--- src/vc_pkg.sv ---
// shared definitions for the credit link with the link state encoding and FIFO depth limit

// ---------------------------------------------------------------------------
// link state
// ---------------------------------------------------------------------------

package vc_pkg;

  // bring-up sequence of the link
  // down   -> idle, no traffic, credits may still be arriving
  // train  -> waiting for the full credit pool after enable
  // up     -> traffic allowed while credit is held
  // drain  -> no new traffic, waiting for every credit to come home
  typedef enum logic [1:0]
  {
    LINK_DOWN  = 2'd0,
    LINK_TRAIN = 2'd1,
    LINK_UP    = 2'd2,
    LINK_DRAIN = 2'd3
  } link_state_t;

  // ---------------------------------------------------------------------------
  // sizing
  // ---------------------------------------------------------------------------

  // largest receiver FIFO depth supported
  // counts of slots and credits are sized for this case
  localparam int vc_max_depth = 256;

endpackage

--- src/vc_credit_counter.sv ---
// sender-side count of free receiver slots moved by sends and returned credits

module vc_credit_counter
  (
    input  logic                                  clk,
    input  logic                                  reset,
    input  logic                                  take,
    input  logic                                  give,
    output logic [$clog2(vc_pkg::vc_max_depth):0] cr_count,
    output logic                                  credit_avail
  );

  // ---------------------------------------------------------------------------
  // up/down counter
  // ---------------------------------------------------------------------------

  // give = one credit returned by the receiver
  // take = one word accepted, so one slot spent
  // both together cancel out
  always_ff @(posedge clk)
  begin
    if (reset)
    begin
      cr_count <= '0;
    end
    else
    begin
      case ({give, take})
        2'b10:   cr_count <= cr_count + 1'b1;
        2'b01:   cr_count <= cr_count - 1'b1;
        default: cr_count <= cr_count;
      endcase
    end
  end

  // ---------------------------------------------------------------------------
  // credit test
  // ---------------------------------------------------------------------------

  // nonzero count means the sender may push one more word
  // the only place this condition is decoded
  assign credit_avail = (cr_count != '0);

endmodule

--- src/vc_link_fsm.sv ---
// link FSM that brings the link up through training, runs while enabled and drains on disable

module vc_link_fsm
  #(
    parameter int depth = 16
  )
  (
    input  logic                                  clk,
    input  logic                                  reset,
    input  logic                                  link_en,
    input  logic [$clog2(vc_pkg::vc_max_depth):0] cr_count,
    input  logic                                  c_vld,
    output vc_pkg::link_state_t                   link_state
  );

  vc_pkg::link_state_t nxt_state;
  logic                pool_full;

  // every receiver slot is known free on the sender side
  assign pool_full = (cr_count == depth);

  // ---------------------------------------------------------------------------
  // next state
  // ---------------------------------------------------------------------------

  always_comb
  begin
    nxt_state = link_state;
    case (link_state)
      vc_pkg::LINK_DOWN:
      begin
        if (link_en)
          nxt_state = vc_pkg::LINK_TRAIN;
      end
      // credits trickle in one per cycle after reset
      vc_pkg::LINK_TRAIN:
      begin
        if (pool_full)
          nxt_state = vc_pkg::LINK_UP;
      end
      vc_pkg::LINK_UP:
      begin
        if (!link_en)
          nxt_state = vc_pkg::LINK_DRAIN;
      end
      // wait for the last word to land and its credit to return
      vc_pkg::LINK_DRAIN:
      begin
        if (pool_full && !c_vld)
          nxt_state = vc_pkg::LINK_DOWN;
      end
      default:
      begin
        nxt_state = vc_pkg::LINK_DOWN;
      end
    endcase
  end

  // ---------------------------------------------------------------------------
  // state register
  // ---------------------------------------------------------------------------

  always_ff @(posedge clk)
  begin
    if (reset)
      link_state <= vc_pkg::LINK_DOWN;
    else
      link_state <= nxt_state;
  end

endmodule

--- src/vc_sender.sv ---
// sender stage taking srdy/drdy words and launching one valid pulse per accepted word

module vc_sender
  #(
    parameter int width = 8
  )
  (
    input  logic                clk,
    input  logic                reset,
    input  vc_pkg::link_state_t link_state,
    input  logic                credit_avail,
    input  logic                s_srdy,
    input  logic [width-1:0]    s_data,
    output logic                s_drdy,
    output logic                take,
    output logic                c_vld,
    output logic [width-1:0]    c_data
  );

  // ---------------------------------------------------------------------------
  // upstream handshake
  // ---------------------------------------------------------------------------

  // only accept while the link runs and a slot is held
  // in train, drain and down the upstream side is stalled
  assign s_drdy = (link_state == vc_pkg::LINK_UP) && credit_avail;

  // word accepted this cycle
  // also spends one credit in the counter
  assign take = s_srdy & s_drdy;

  // ---------------------------------------------------------------------------
  // channel launch
  // ---------------------------------------------------------------------------

  // one valid pulse per accepted word a cycle after acceptance
  always_ff @(posedge clk)
  begin
    if (reset)
      c_vld <= 1'b0;
    else
      c_vld <= take;
  end

  // payload only loads on a transfer
  // holds its last word otherwise
  always_ff @(posedge clk)
  begin
    if (take)
      c_data <= s_data;
  end

endmodule

--- src/vc_receiver.sv ---
// receiver that takes the valid/credit channel into a FIFO and presents it downstream as srdy/drdy

module vc_receiver
  #(
    parameter int depth  = 16,
    parameter int width  = 8,
    parameter int reginp = 0
  )
  (
    input  logic             clk,
    input  logic             reset,
    input  logic             c_vld,
    input  logic [width-1:0] c_data,
    output logic             c_cr,
    output logic             p_srdy,
    output logic [width-1:0] p_data,
    input  logic             p_drdy
  );

  localparam int asz = $clog2(depth);
  localparam int cw  = $clog2(vc_pkg::vc_max_depth) + 1;
  // depth that is not a power of two needs explicit pointer wrap
  localparam bit npt = (depth != (2 ** asz));

  logic [asz:0]       wrptr;
  logic [asz:0]       wrptr_p1;
  logic [asz:0]       nxt_wrptr;
  logic [asz:0]       rdptr;
  logic [asz:0]       rdptr_p1;
  logic [asz:0]       nxt_rdptr;
  logic [cw-1:0]      usage;
  logic [cw-1:0]      nxt_usage;
  logic [cw-1:0]      cissued;
  logic [cw-1:0]      nxt_cissued;
  logic [cw:0]        crtotal;
  logic [cw-1:0]      held;
  logic               full;
  logic               wr_en;
  logic               pop;
  logic               in_vld;
  logic [width-1:0]   wr_data;
  logic               nxt_p_srdy;
  logic [width-1:0]   buffer [depth];

  // ---------------------------------------------------------------------------
  // write side and credit return
  // ---------------------------------------------------------------------------

  assign pop = p_srdy & p_drdy;

  // slots stored plus credits out plus the one going out now
  assign crtotal = {1'b0, usage} + {1'b0, cissued} + (cw + 1)'(c_cr);

  always_comb
  begin
    if (npt && (wrptr == (asz + 1)'(depth - 1)))
      wrptr_p1 = '0;
    else
      wrptr_p1 = wrptr + 1'b1;

    // pow2 depth uses the extra pointer bit and other depths the usage count
    if (npt)
      full = (usage == depth);
    else
      full = (wrptr[asz-1:0] == rdptr[asz-1:0]) && (wrptr[asz] != rdptr[asz]);

    // write blocked on a full FIFO
    wr_en     = in_vld & !full;
    nxt_wrptr = wr_en ? wrptr_p1 : wrptr;

    // credit issued without arrival -> one more out
    // arrival without new credit -> one fewer out
    if (c_cr & !in_vld)
      nxt_cissued = cissued + 1'b1;
    else if (in_vld & !c_cr)
      nxt_cissued = cissued - 1'b1;
    else
      nxt_cissued = cissued;

    if (wr_en & !pop)
      nxt_usage = usage + 1'b1;
    else if (pop & !wr_en)
      nxt_usage = usage - 1'b1;
    else
      nxt_usage = usage;
  end

  always_ff @(posedge clk)
  begin
    if (reset)
    begin
      wrptr   <= '0;
      cissued <= '0;
      usage   <= '0;
      c_cr    <= 1'b0;
    end
    else
    begin
      wrptr   <= nxt_wrptr;
      cissued <= nxt_cissued;
      usage   <= nxt_usage;
      // one credit per cycle until the pool is fully handed out
      c_cr    <= (crtotal < depth);
    end
  end

  always_ff @(posedge clk)
  begin
    if (wr_en)
      buffer[wrptr[asz-1:0]] <= wr_data;
  end

  // ---------------------------------------------------------------------------
  // optional input register on the channel
  // ---------------------------------------------------------------------------

  generate
    if (reginp == 1)
    begin : g_reginp
      logic             r_vld;
      logic [width-1:0] r_data;

      always_ff @(posedge clk)
      begin
        if (reset)
          r_vld <= 1'b0;
        else
          r_vld <= c_vld;
      end

      always_ff @(posedge clk)
      begin
        r_data <= c_data;
      end

      assign in_vld  = r_vld;
      assign wr_data = r_data;
    end
    else
    begin : g_direct
      assign in_vld  = c_vld;
      assign wr_data = c_data;
    end
  endgenerate

  // ---------------------------------------------------------------------------
  // read side with look-ahead
  // ---------------------------------------------------------------------------

  always_comb
  begin
    if (npt && (rdptr == (asz + 1)'(depth - 1)))
      rdptr_p1 = '0;
    else
      rdptr_p1 = rdptr + 1'b1;

    nxt_rdptr = pop ? rdptr_p1 : rdptr;

    // words already written and not leaving this cycle
    // usage rather than pointers so a full npt FIFO still shows data
    held       = usage - cw'(pop);
    nxt_p_srdy = (held != '0);
  end

  always_ff @(posedge clk)
  begin
    if (reset)
    begin
      rdptr  <= '0;
      p_srdy <= 1'b0;
    end
    else
    begin
      rdptr  <= nxt_rdptr;
      p_srdy <= nxt_p_srdy;
    end
  end

  // reading at the next pointer keeps p_data stable while stalled
  always_ff @(posedge clk)
  begin
    p_data <= buffer[nxt_rdptr[asz-1:0]];
  end

endmodule

--- src/vc_link.sv ---
// credit link top level joining sender, credit counter, link FSM and receiver FIFO

module vc_link
  #(
    parameter int depth  = 16,
    parameter int width  = 8,
    parameter int reginp = 0
  )
  (
    input  logic                clk,
    input  logic                reset,
    input  logic                link_en,
    input  logic                s_srdy,
    input  logic [width-1:0]    s_data,
    output logic                s_drdy,
    output logic                p_srdy,
    output logic [width-1:0]    p_data,
    input  logic                p_drdy,
    output vc_pkg::link_state_t link_state
  );

  // ---------------------------------------------------------------------------
  // internal nets
  // ---------------------------------------------------------------------------

  // channel between sender and receiver
  logic                                  c_vld;
  logic [width-1:0]                      c_data;
  logic                                  c_cr;
  // credit bookkeeping
  logic                                  take;
  logic [$clog2(vc_pkg::vc_max_depth):0] cr_count;
  logic                                  credit_avail;

  // ---------------------------------------------------------------------------
  // sender side
  // ---------------------------------------------------------------------------

  vc_sender #(.width(width)) u_sender
  (
    .clk          (clk),
    .reset        (reset),
    .link_state   (link_state),
    .credit_avail (credit_avail),
    .s_srdy       (s_srdy),
    .s_data       (s_data),
    .s_drdy       (s_drdy),
    .take         (take),
    .c_vld        (c_vld),
    .c_data       (c_data)
  );

  // returned credits arrive straight from the receiver
  vc_credit_counter u_credit_counter
  (
    .clk          (clk),
    .reset        (reset),
    .take         (take),
    .give         (c_cr),
    .cr_count     (cr_count),
    .credit_avail (credit_avail)
  );

  vc_link_fsm #(.depth(depth)) u_link_fsm
  (
    .clk        (clk),
    .reset      (reset),
    .link_en    (link_en),
    .cr_count   (cr_count),
    .c_vld      (c_vld),
    .link_state (link_state)
  );

  // ---------------------------------------------------------------------------
  // receiver side
  // ---------------------------------------------------------------------------

  vc_receiver #(.depth(depth), .width(width), .reginp(reginp)) u_receiver
  (
    .clk    (clk),
    .reset  (reset),
    .c_vld  (c_vld),
    .c_data (c_data),
    .c_cr   (c_cr),
    .p_srdy (p_srdy),
    .p_data (p_data),
    .p_drdy (p_drdy)
  );

endmodule

--- config.mk ---
export PLATFORM = sky130hd
export DESIGN_NAME = vc_link
export DESIGN_NICKNAME = d
export VERILOG_FILES = /design/src/vc_pkg.sv /design/src/vc_credit_counter.sv /design/src/vc_link_fsm.sv /design/src/vc_sender.sv /design/src/vc_receiver.sv /design/src/vc_link.sv
export SDC_FILE = /design/constraint.sdc
export NUM_CORES = 1
export LEC_CHECK = 0
export ABC_AREA = 1
export BUFFER_PORTS_ARGS = -buffer_cell sky130_fd_sc_hd__buf_2
export CORE_UTILIZATION = 50
export DETAILED_ROUTE_END_ITERATION = 6
export PLACE_DENSITY = 0.66
export SLEW_MARGIN = 10
export SYNTH_ARGS = -nofsm -noshare
export SYNTH_HDL_FRONTEND = slang
export SYNTH_SLANG_ARGS = --single-unit
export TNS_END_PERCENT = 20
--- constraint.sdc ---
create_clock -name clk -period 5.5 [get_ports clk]
set_input_delay 0.275 -clock clk [delete_from_list [all_inputs] [get_ports clk]]
set_output_delay 0.275 -clock clk [all_outputs]
set_load 0.05 [all_outputs]
# Word-level counts from Yosys, hierarchy flattened
# Memory sizes are Yosys's and may differ from the RTL's. A register that Yosys moved wholly into a read port is not among the register bits.
# Index checks and enable logic that the tools add are counted.
# op_classes
n_addsub,11
n_lt_le_gt_ge,1
n_eq_ne,12
mux,13
bitwise_logic,7
n_reduce_logical,15
# op_table
op,count
2-to-1 mux 9 bit,4
"adder 9 x 1 -> 9 bit, second input constant",3
"subtractor 9 x 1 -> 9 bit, second input constant",3
case mux 9 bit (2 select lines),1
nonzero test 9 bit,2
adder 10 x 1 -> 10 bit,1
"adder 5 x 1 -> 5 bit, second input constant",2
adder 9 x 9 -> 10 bit,1
"less-than comparator 10 x 5 -> 1 bit, second input constant",1
"equality test 9 x 5 -> 1 bit, second input constant",1
subtractor 9 x 1 -> 9 bit,1
2-to-1 mux 2 bit,4
case mux 2 bit (4 select lines),1
AND 1 bit,7
"equality test 2 bit, second input constant",3
nonzero test 2 bit,3
logical NOT 1 bit,5
"equality test 2 x 1 -> 1 bit, second input constant",2
equality test 4 bit,1
2-to-1 mux 4 bit,1
"inequality test 2 x 1 -> 1 bit, second input constant",2
"inequality test 2 bit, second input constant",2
AND reduction 4 bit,1
logical AND 1 bit,3
other kinds (3),4
# word_totals
reg_bits,50
ram_bits,128
inputBits,13
mem_count,1
# memory_table
memory,words,word_bits,rd,rd_ports_with_merged_regs,wr,line_no,text
u_receiver.buffer,16,8,1,1,1,vc_receiver.sv:43,logic [width-1:0] buffer [depth];

# Depth between registers and ports, before layout
# Gate-level depths: netlist of the first run.
# depth
ltp_word,8
ltp_mapped,20
ltp_nobuf,20

# Modules after synthesis
# From an unflattened synthesis of the first run, not the netlist that was laid out.
# unflattened
cells_unflattened,950
area_unflattened_um2,9182.6
# modules_own_cells
module,instances,cells_each,area_per_inst_um2,seq_area_each_um2
vc_receiver,1,754,7792.5,4604.4
vc_credit_counter,1,144,880.8,180.2
vc_sender,1,15,285.3,260.2
vc_link_fsm,1,37,224.0,40.0

# Worst setup path after synthesis of the first run
# Ideal clock, no wire load.
# synth_timing
kind,register -> register
startpoint,reg u_link_fsm.link_state[1]
endpoint,reg u_credit_counter.cr_count[6] in the netlist's numbering
setup_ps,116
arrival_ps,3178
required_time_ps,5384
setup_slack_ps,2205
stages_incl_launch_ff,13
n_path_buf,0
synth_period_minus_slack_ps,3295
path_cell_list,dfxtp_1 ha_1 inv_1 nor3_1 ha_1 ha_1 a21oi_1 nand2_1 a21oi_1 or2_2 nand3_1 o211ai_1 inv_1
# synth_via
elab_chain_len,5
word_cells_on_any_way,7
# synth_lines
element,line_no,text
"start, declared",vc_link_fsm.sv:13,output vc_pkg::link_state_t link_state
"start signal, assigned",vc_link_fsm.sv:66,link_state <= vc_pkg::LINK_DOWN;
"start signal, assigned",vc_link_fsm.sv:68,link_state <= nxt_state;
equality test 2 bit (*),vc_sender.sv:26,assign s_drdy = (link_state == vc_pkg::LINK_UP) && credit_avail;
logical AND 1 bit (*),vc_sender.sv:26,
AND 1 bit (*),vc_sender.sv:30,assign take = s_srdy & s_drdy;
via take,vc_link.sv:31,logic take;
equality test 2 x 1 -> 1 bit / equality test 2 bit (equally long branches),vc_credit_counter.sv:28,"case ({give, take})"
case mux 9 bit (2 select lines) / nonzero test 2 bit (equally long branches),--,
"end signal, assigned",vc_credit_counter.sv:29,2'b10: cr_count <= cr_count + 1'b1;
"end signal, assigned",vc_credit_counter.sv:30,2'b01: cr_count <= cr_count - 1'b1;
"end signal, assigned",vc_credit_counter.sv:31,default: cr_count <= cr_count;
"end, declared",vc_credit_counter.sv:9,"output logic [$clog2(vc_pkg::vc_max_depth):0] cr_count,"
# Mark *: on every way through the listed nets, which the timed path passes. The rest lies on a longest branch.
# A chain may end at the register's enable or synchronous reset.

# Final worst setup path of the first run
# layout_timing
startpoint,reg u_receiver.wrptr[2]
endpoint,reg u_receiver.usage[6]
# layout_via
elab_chain_len,7
word_cells_on_any_way,9
# layout_lines
element,line_no,text
"start, declared",vc_receiver.sv:25,logic [asz:0] wrptr;
"start signal, assigned",vc_receiver.sv:99,wrptr <= nxt_wrptr;
equality test 4 bit (*),vc_receiver.sv:65,full = (wrptr[asz-1:0] == rdptr[asz-1:0]) && (wrptr[asz] != rdptr[asz]);
logical AND 1 bit (*),vc_receiver.sv:65,
logical NOT 1 bit (*),vc_receiver.sv:68,wr_en = in_vld & !full;
AND 1 bit (*),vc_receiver.sv:68,
via u_receiver.wr_en,vc_receiver.sv:38,logic wr_en;
logical NOT 1 bit,vc_receiver.sv:82,else if (pop & !wr_en)
AND 1 bit,vc_receiver.sv:82,
nonzero test 2 bit (no line),--,
"end signal, assigned",vc_receiver.sv:101,usage <= nxt_usage;
"end, declared",vc_receiver.sv:31,logic [cw-1:0] usage;
# Marks and branches as above.

==> run summary, run 1 <==
post-synthesis xor/xnor area fraction -> 2.507%
RSZ-0062 raised after global routing -> no
number of synthesized register bits -> 186
antenna violations before repair -> 0
multiplexer share of the synthesized area -> 0%
critical path depth -> 17
CTS root buf -> clkbuf_16
GRT Total Usage -> 22.22%
f_max -> 353.5 MHz
final setup skew -> 0.009114 ns
P&R area growth vs syn -> 10.55%
Starting Density -> 51.07%
Post-synth EDFFs -> 136
fin util -> 56.46%
dpl hpwl -> 12.12 mm
Synth Area in Adders -> 6.771%
Routed WL per cell -> 16.89 um
Crit path max-delay family -> simple AND/OR/NAND/NOR gates
reg2reg path depth -> 17
# setup viols final -> 0
chip height -> 134.9 um
Core Rows -> 48
post-synth top area cell -> edfxtp_1
crit path max-delay cell type -> dfxtp_1
fill count -> 1491
Synth Instances -> 875
largest family of logic cells by synthesized area -> compound AO/OA/AOI/OAI gates
Layout Nets -> 947
Pwr per Cell Area -> 454.9 nW/um^2
CP Class -> register to register
worst vdd ir -> 245.2 uV
total CTS buffers -> 17
Critical Path Source -> u_receiver.wrptr[2]
Mapped Area -> 8833 um^2
top-count cell post-synth -> edfxtp_1
CTS tree -> built
CP startpoint kind -> register
fin crit share -> 51.43%
Synth Area in Compound Gates -> 14.86%
Main synth FF type -> edfxtp_1
Leak Pwr -> 0.003961 uW
R2R Path Start -> u_receiver.wrptr[2]
DR vias/cell -> 5.464
crit path max fanout -> 8
yosys warns -> 0
H-tree depth -> 4
Max-cap violations -> 0
post-synthesis cell type count -> 36
RePlAce Congestion -> 0.8400
Hold-fix buffers, CTS -> 0
critical path arrival -> 3.15 ns
first-pass GRT wire length -> 30.50 mm
DRT Pass-1 Iters -> 5
max-slew violations -> 0
GRT overflow -> 0
vias in the first global route -> 5776
share of the synthesized area in the top cell type -> 46.23%
largest net degree at the start of global routing -> 98
minimum clock period -> 2.829 ns
Worst Path Buf+Inv -> 4
sequential area share after synthesis -> 57.56%
CP max stage delay -> 0.44 ns
top cells by count, synth -> edfxtp_1 (136), a21oi_1 (101), inv_1 (101), nand2_1 (101), o21ai_0 (67)
PnR Total Power -> 4443 uW
Reg clk slew, reported paths -> 0.07 ns
fraction of registers with async set/reset -> 0%
hold_sp -> s_data[5]
critical path capture point type -> register
post_cts resized -> 0
status -> finished, final reports clean
vias post-DR -> 6152
critical-path cell list -> inv_1 > nand2_1 > nand2_1 > nor2_1 > nand4_1 > nand2_2 > inv_2 > ha_1 > inv_1 > ha_1 > a21oi_1 > nand2_1 > a21oi_1 > or2_2 > nand3_1 > o211ai_1 > inv_1
area of the core -> 17300 um^2
setup_tns -> 0 ns
DRC -> 0
slew at the pin closest to its max-slew limit -> 0.9801 ns
die area -> 18200 um^2
Die Width -> 134.9 um
CTS max path bufs -> 2
I/O pins -> 25
DRT iter0 DRCs -> 490
CTS Sinks -> 186
Slew HR -> 34.42%
Critical Path End -> u_receiver.usage[6]
Hold Vio Cnt, Final -> 0
Detailed Route WL -> 19.02 mm
Reg-to-Reg End -> u_receiver.usage[6]
largest cells by area after synthesis -> edfxtp_1 (46%), dfxtp_1 (11%), ha_1 (6.1%), a21oi_1 (5.7%), inv_1 (4.3%)
worst skew pair latency -> 0.43 ns
Mapped Nets -> 934
mean area per synthesized cell -> 10.10 um^2
# diodes -> 0
Buffers on Ports -> 24
Post-Synth Simple-Gate Area -> 11.88%
fraction of final layout cells sized beyond drive strength 1 -> 8.213%
Hold Crit Class -> input pin to register
data required time of the critical path -> 5.83 ns
Worst R2R Setup Slack -> 2.67 ns
setup repair bufs after CTS -> 0
post-detailed-route count of antenna-violating nets -> 0
## power breakdown
| part | switching (uW) | internal [uW] |
|---|---|---|
| combinational | 844 | 451 |
| sequential | 135 | 1620 |
| clock | 521 | 867 |
| total | 1500 | 2940 |
## cell type report
class                   instances  area [um^2]  area share, %
flip-flops and latches        186         5085          52.07
multi-input cells             550         3193          32.70
clock buffers                  21        450.4          4.612
clock inverters                11        219.0          2.242
inverters                     107        401.6          4.113
well taps                     225        281.5          2.883
repair buffers                 26        135.1          1.384
## placed cells by master (no fill, tap or decap), types with 5 or more instances in the layout
master / n
a21o_1: 5
inv_1: 101
edfxtp_1: 136
nor2_1: 64
buf_2: 24
xnor2_1: 6
clkbuf_16: 17
a21oi_1: 101
nand2_1: 101
o21ai_1: 25
o21ai_0: 67
xor2_1: 13
o211ai_1: 35
nand3_1: 50
inv_2: 6
dfxtp_1: 50
nor3_1: 6
ha_1: 43
nand4_1: 5
bufinv_16: 6
## per-stage QoR
stage          cells  area (um^2)  hold slack, ns  setup WS, ns
3_5_place_dp    1094         9096          0.4533         2.695
5_1_grt         1126         9766        0.003639         2.354
6_report        1126         9766         0.01211         2.671
2_1_floorplan    875         8833          0.3739         2.205
3_3_place_gp    1094         9096          0.4518         2.696
4_1_cts         1126         9766        0.008746         2.683
## worst min path at each step
stage | end | slack [ns] | depth (start not counted)
2_1_floorplan | u_sender.c_data[0] | 0.37 | 0
3_3_place_gp | u_sender.c_data[4] | 0.45 | 1
3_5_place_dp | u_sender.c_data[4] | 0.45 | 1
4_1_cts | u_sender.c_data[5] | 0.009 | 1
5_1_grt | u_sender.c_data[5] | 0.004 | 1
6_report | u_sender.c_data[5] | 0.01 | 1
## cells by family after synthesis
group | after synthesis
xor gates and xnor gates | 21
AOI/OAI and AO/OA | 240
DFF | 186
and+or+nand+nor | 243
adders and majority gates | 46
buffers and inverters | 139
## per-layer routing
layer	GRT usage [%]	part of all wire (%)	vias up
li1	-	-	3082
met1	30.12	46	2895
met2	35.54	47	149
met3	4.317	4.9	26
met4	8.052	1.8	0
met5	0	0	-
## flip-flops by register name, indices dropped and copies added, names as in the netlist
| signal | count |
|---|---|
| u_receiver.buffer | 128 |
| u_credit_counter.cr_count | 9 |
| u_receiver.cissued | 9 |
| u_receiver.usage | 9 |
| u_receiver.p_data | 8 |
| u_sender.c_data | 8 |
| u_receiver.rdptr | 5 |
| u_receiver.wrptr | 5 |
| u_link_fsm.link_state | 2 |
| u_receiver.c_cr | 1 |
| u_receiver.p_srdy | 1 |
| u_sender.c_vld | 1 |
Note: power is estimated with default switching activity, not from simulation.
==> run 2, diff against run 1 <==
Settings changed: PLACE_DENSITY 0.66 to 0.69.
Clock period 5.5 ns to 2.4 ns, I/O delays scaled along.
==> run summary, run 2 (synthesized netlist as in run 1, its figures left out) <==
status -> complete, but fails checks (was finished, final reports clean)
failing checks -> setup timing
max reg flops -> 128 (unchanged)
chip height -> 134.9 um (unchanged)
Die Width -> 134.9 um (unchanged)
critical path arrival -> 2.82 ns (was 3.15 ns)
GRT overflow -> 0 (unchanged)
RePlAce Congestion -> 0.8313 (was 0.8400)
DR vias/cell -> 5.433 (was 5.464)
worst skew pair latency -> 0.43 ns (about the same)
DRT iter0 DRCs -> 522 (was 490)
first-pass GRT wire length -> 29.06 mm (was 30.50 mm)
sequential cell area -> 5104 um^2 (was 5085 um^2)
area of the core -> 17300 um^2 (unchanged)
CP Class -> register to register (unchanged)
area of the multi-input gates -> 3373 um^2 (was 3193 um^2)
Slew HR -> 41.60% (was 34.42%)
data required time of the critical path -> 2.77 ns (was 5.83 ns)
DRT Pass-1 Iters -> 5 (unchanged)
critical path capture point type -> register (unchanged)
die area -> 18200 um^2 (unchanged)
CP startpoint kind -> register (unchanged)
Hold Crit Class -> input pin to register (unchanged)
antenna violations before repair -> 0 (unchanged)
commonest non-fill, non-tap cell in the layout -> edfxtp_1 (unchanged)
CTS max path bufs -> 2 (unchanged)
Max-cap violations -> 0 (unchanged)
Reg clk slew, reported paths -> 0.07 ns (about the same)
final setup margin -> -0.04857 ns (was 2.671 ns)
Hold Vio Cnt, Final -> 0 (unchanged)
fin util -> 59.39% (was 56.46%)
R2R Path Start -> u_credit_counter.cr_count[2] (was u_receiver.wrptr[2])
# setup viols final -> 1 (was 0)
CTS Sinks -> 186 (unchanged)
final setup skew -> 0.01045 ns (was 0.009114 ns)
largest net degree at the start of global routing -> 65 (was 98)
slew at the pin closest to its max-slew limit -> 0.8727 ns (was 0.9801 ns)
DRC -> 0 (unchanged)
GRT Total Usage -> 21.18% (was 22.22%)
Routed WL per cell -> 16.15 um (was 16.89 um)
CTS root buf -> clkbuf_16 (unchanged)
P&R area growth vs syn -> 16.29% (was 10.55%)
fill count -> 1451 (was 1491)
hold_sp -> s_srdy (was s_data[5])
Core Rows -> 48 (unchanged)
RSZ-0062 raised after global routing -> yes (was no)
Non-Filler Instances -> 1164 (was 1126)
Critical Path Source -> u_credit_counter.cr_count[2] (was u_receiver.wrptr[2])
dpl hpwl -> 11.81 mm (was 12.12 mm)
Starting Density -> 51.07% (unchanged)
f_max -> 408.4 MHz (was 353.5 MHz)
Buffers on Ports -> 24 (unchanged)
minimum clock period -> 2.449 ns (was 2.829 ns)
Leak Pwr -> 0.004159 uW (was 0.003961 uW)
H-tree depth -> 4 (unchanged)
Layout Nets -> 985 (was 947)
fin crit share -> 102.0% (was 51.43%)
I/O pins -> 25 (unchanged)
# diodes -> 0 (unchanged)
vias in the first global route -> 5660 (was 5776)
number of instances in the placed design -> 1119 (was 1094)
total CTS buffers -> 17 (unchanged)
vias post-DR -> 6324 (was 6152)
worst vdd ir -> 707.2 uV (was 245.2 uV)
Detailed Route WL -> 18.80 mm (was 19.02 mm)
fraction of final layout cells sized beyond drive strength 1 -> 15.02% (was 8.213%)
post-detailed-route count of antenna-violating nets -> 0 (unchanged)
CTS tree -> built (unchanged)
max-slew violations -> 0 (unchanged)
Pwr per Cell Area -> 1006 nW/um^2 (was 454.9 nW/um^2)
crit path max fanout -> 7 (was 8)
commonest non-fill, non-tap cells in the layout -> edfxtp_1 (136), inv_1 (99), nand2_1 (98), a21oi_1 (97), o21ai_0 (66) (was edfxtp_1 (136), inv_1 (101), nand2_1 (101), a21oi_1 (101), o21ai_0 (67))
-- run 2: cell count changes in the layout (fill, tap and decap cells not counted), sizes merged --
cell,before,now
buf,26,56
dlygate4sd3,0,8
inv,108,113
bufinv,6,2
clkbuf,21,23
clkinv,3,1
clkinvlp,1,0
-- run 2: path summary, 6_finish.rpt --
kind	slack, ns	end	cells past startpoint
max	-0.05	u_credit_counter.cr_count[6]	15
min	0.02	u_sender.c_vld	3
max reg2reg	-0.05	u_credit_counter.cr_count[6]	15
min reg2reg	0.47	u_receiver.wrptr[4]	1
-- run 2: what timing repair did --
action | 4_1_cts | 5_1_grt
gates cloned | 0 | 0
gates resized for setup | 1 | 38
hold endpoints to repair | 8 | 0
pin swaps | 1 | 11
setup endpoints to repair | 3 | 12
hold buffers | 8 | 0
buffers inserted | 0 | 5
-- run 2: through the flow --
step	TNS, ns	cell area [um^2]	setup slack (ns)	hold slack (ns)	total power, uW
floorplan	-0.04401	8867	-0.02151	0.2189	6449
detailed placement	-0.009776	9355	-0.009776	0.2984	7196
CTS	-0.02251	10060	-0.02251	0.008399	10170
global placement	0	9355	0.06789	0.2964	7149
global route	-0.7314	10270	-0.1832	0.02483	10940
finish	-0.04857	10270	-0.04857	0.02367	10330
-- run 2: cell type report --
cell class,count,share of cell area [%]
Sequential cell,186,49.68
Clock buffer,23,4.970
Tap cell,225,2.741
Multi-Input combinational cell,550,32.84
Inverter,107,3.934
Timing Repair Buffer,64,4.689
Clock inverter,9,1.145
-- run 2: report_power, final --
part / internal (uW) / switching, uW
Combinational: 1300 / 2050
Clock: 1740 / 1220
Sequential: 3740 / 284
Total: 6780 / 3560
-- run 2: critical path, cell delays in order (launching register included) --
cell and delay (ns):
dfxtp_4 0.37, nor2_4 0.08, nand3_2 0.07, nor3_2 0.21
and3_4 0.24, nor3_4 0.05, ha_4 0.20, buf_4 0.17
ha_4 0.30, nand3_2 0.09, nand2_4 0.10, a21oi_4 0.06
or2_4 0.24, nand3_1 0.06, o211ai_1 0.08, inv_1 0.07
-- run 2: metal layers --
metal	vias up	GRT usage [%]	wire length, um
met1	2976	27.73	8404
met3	33	4.655	870
li1	3163	-	-
met5	-	0	0
met2	152	35.22	9150
met4	0	6.305	373
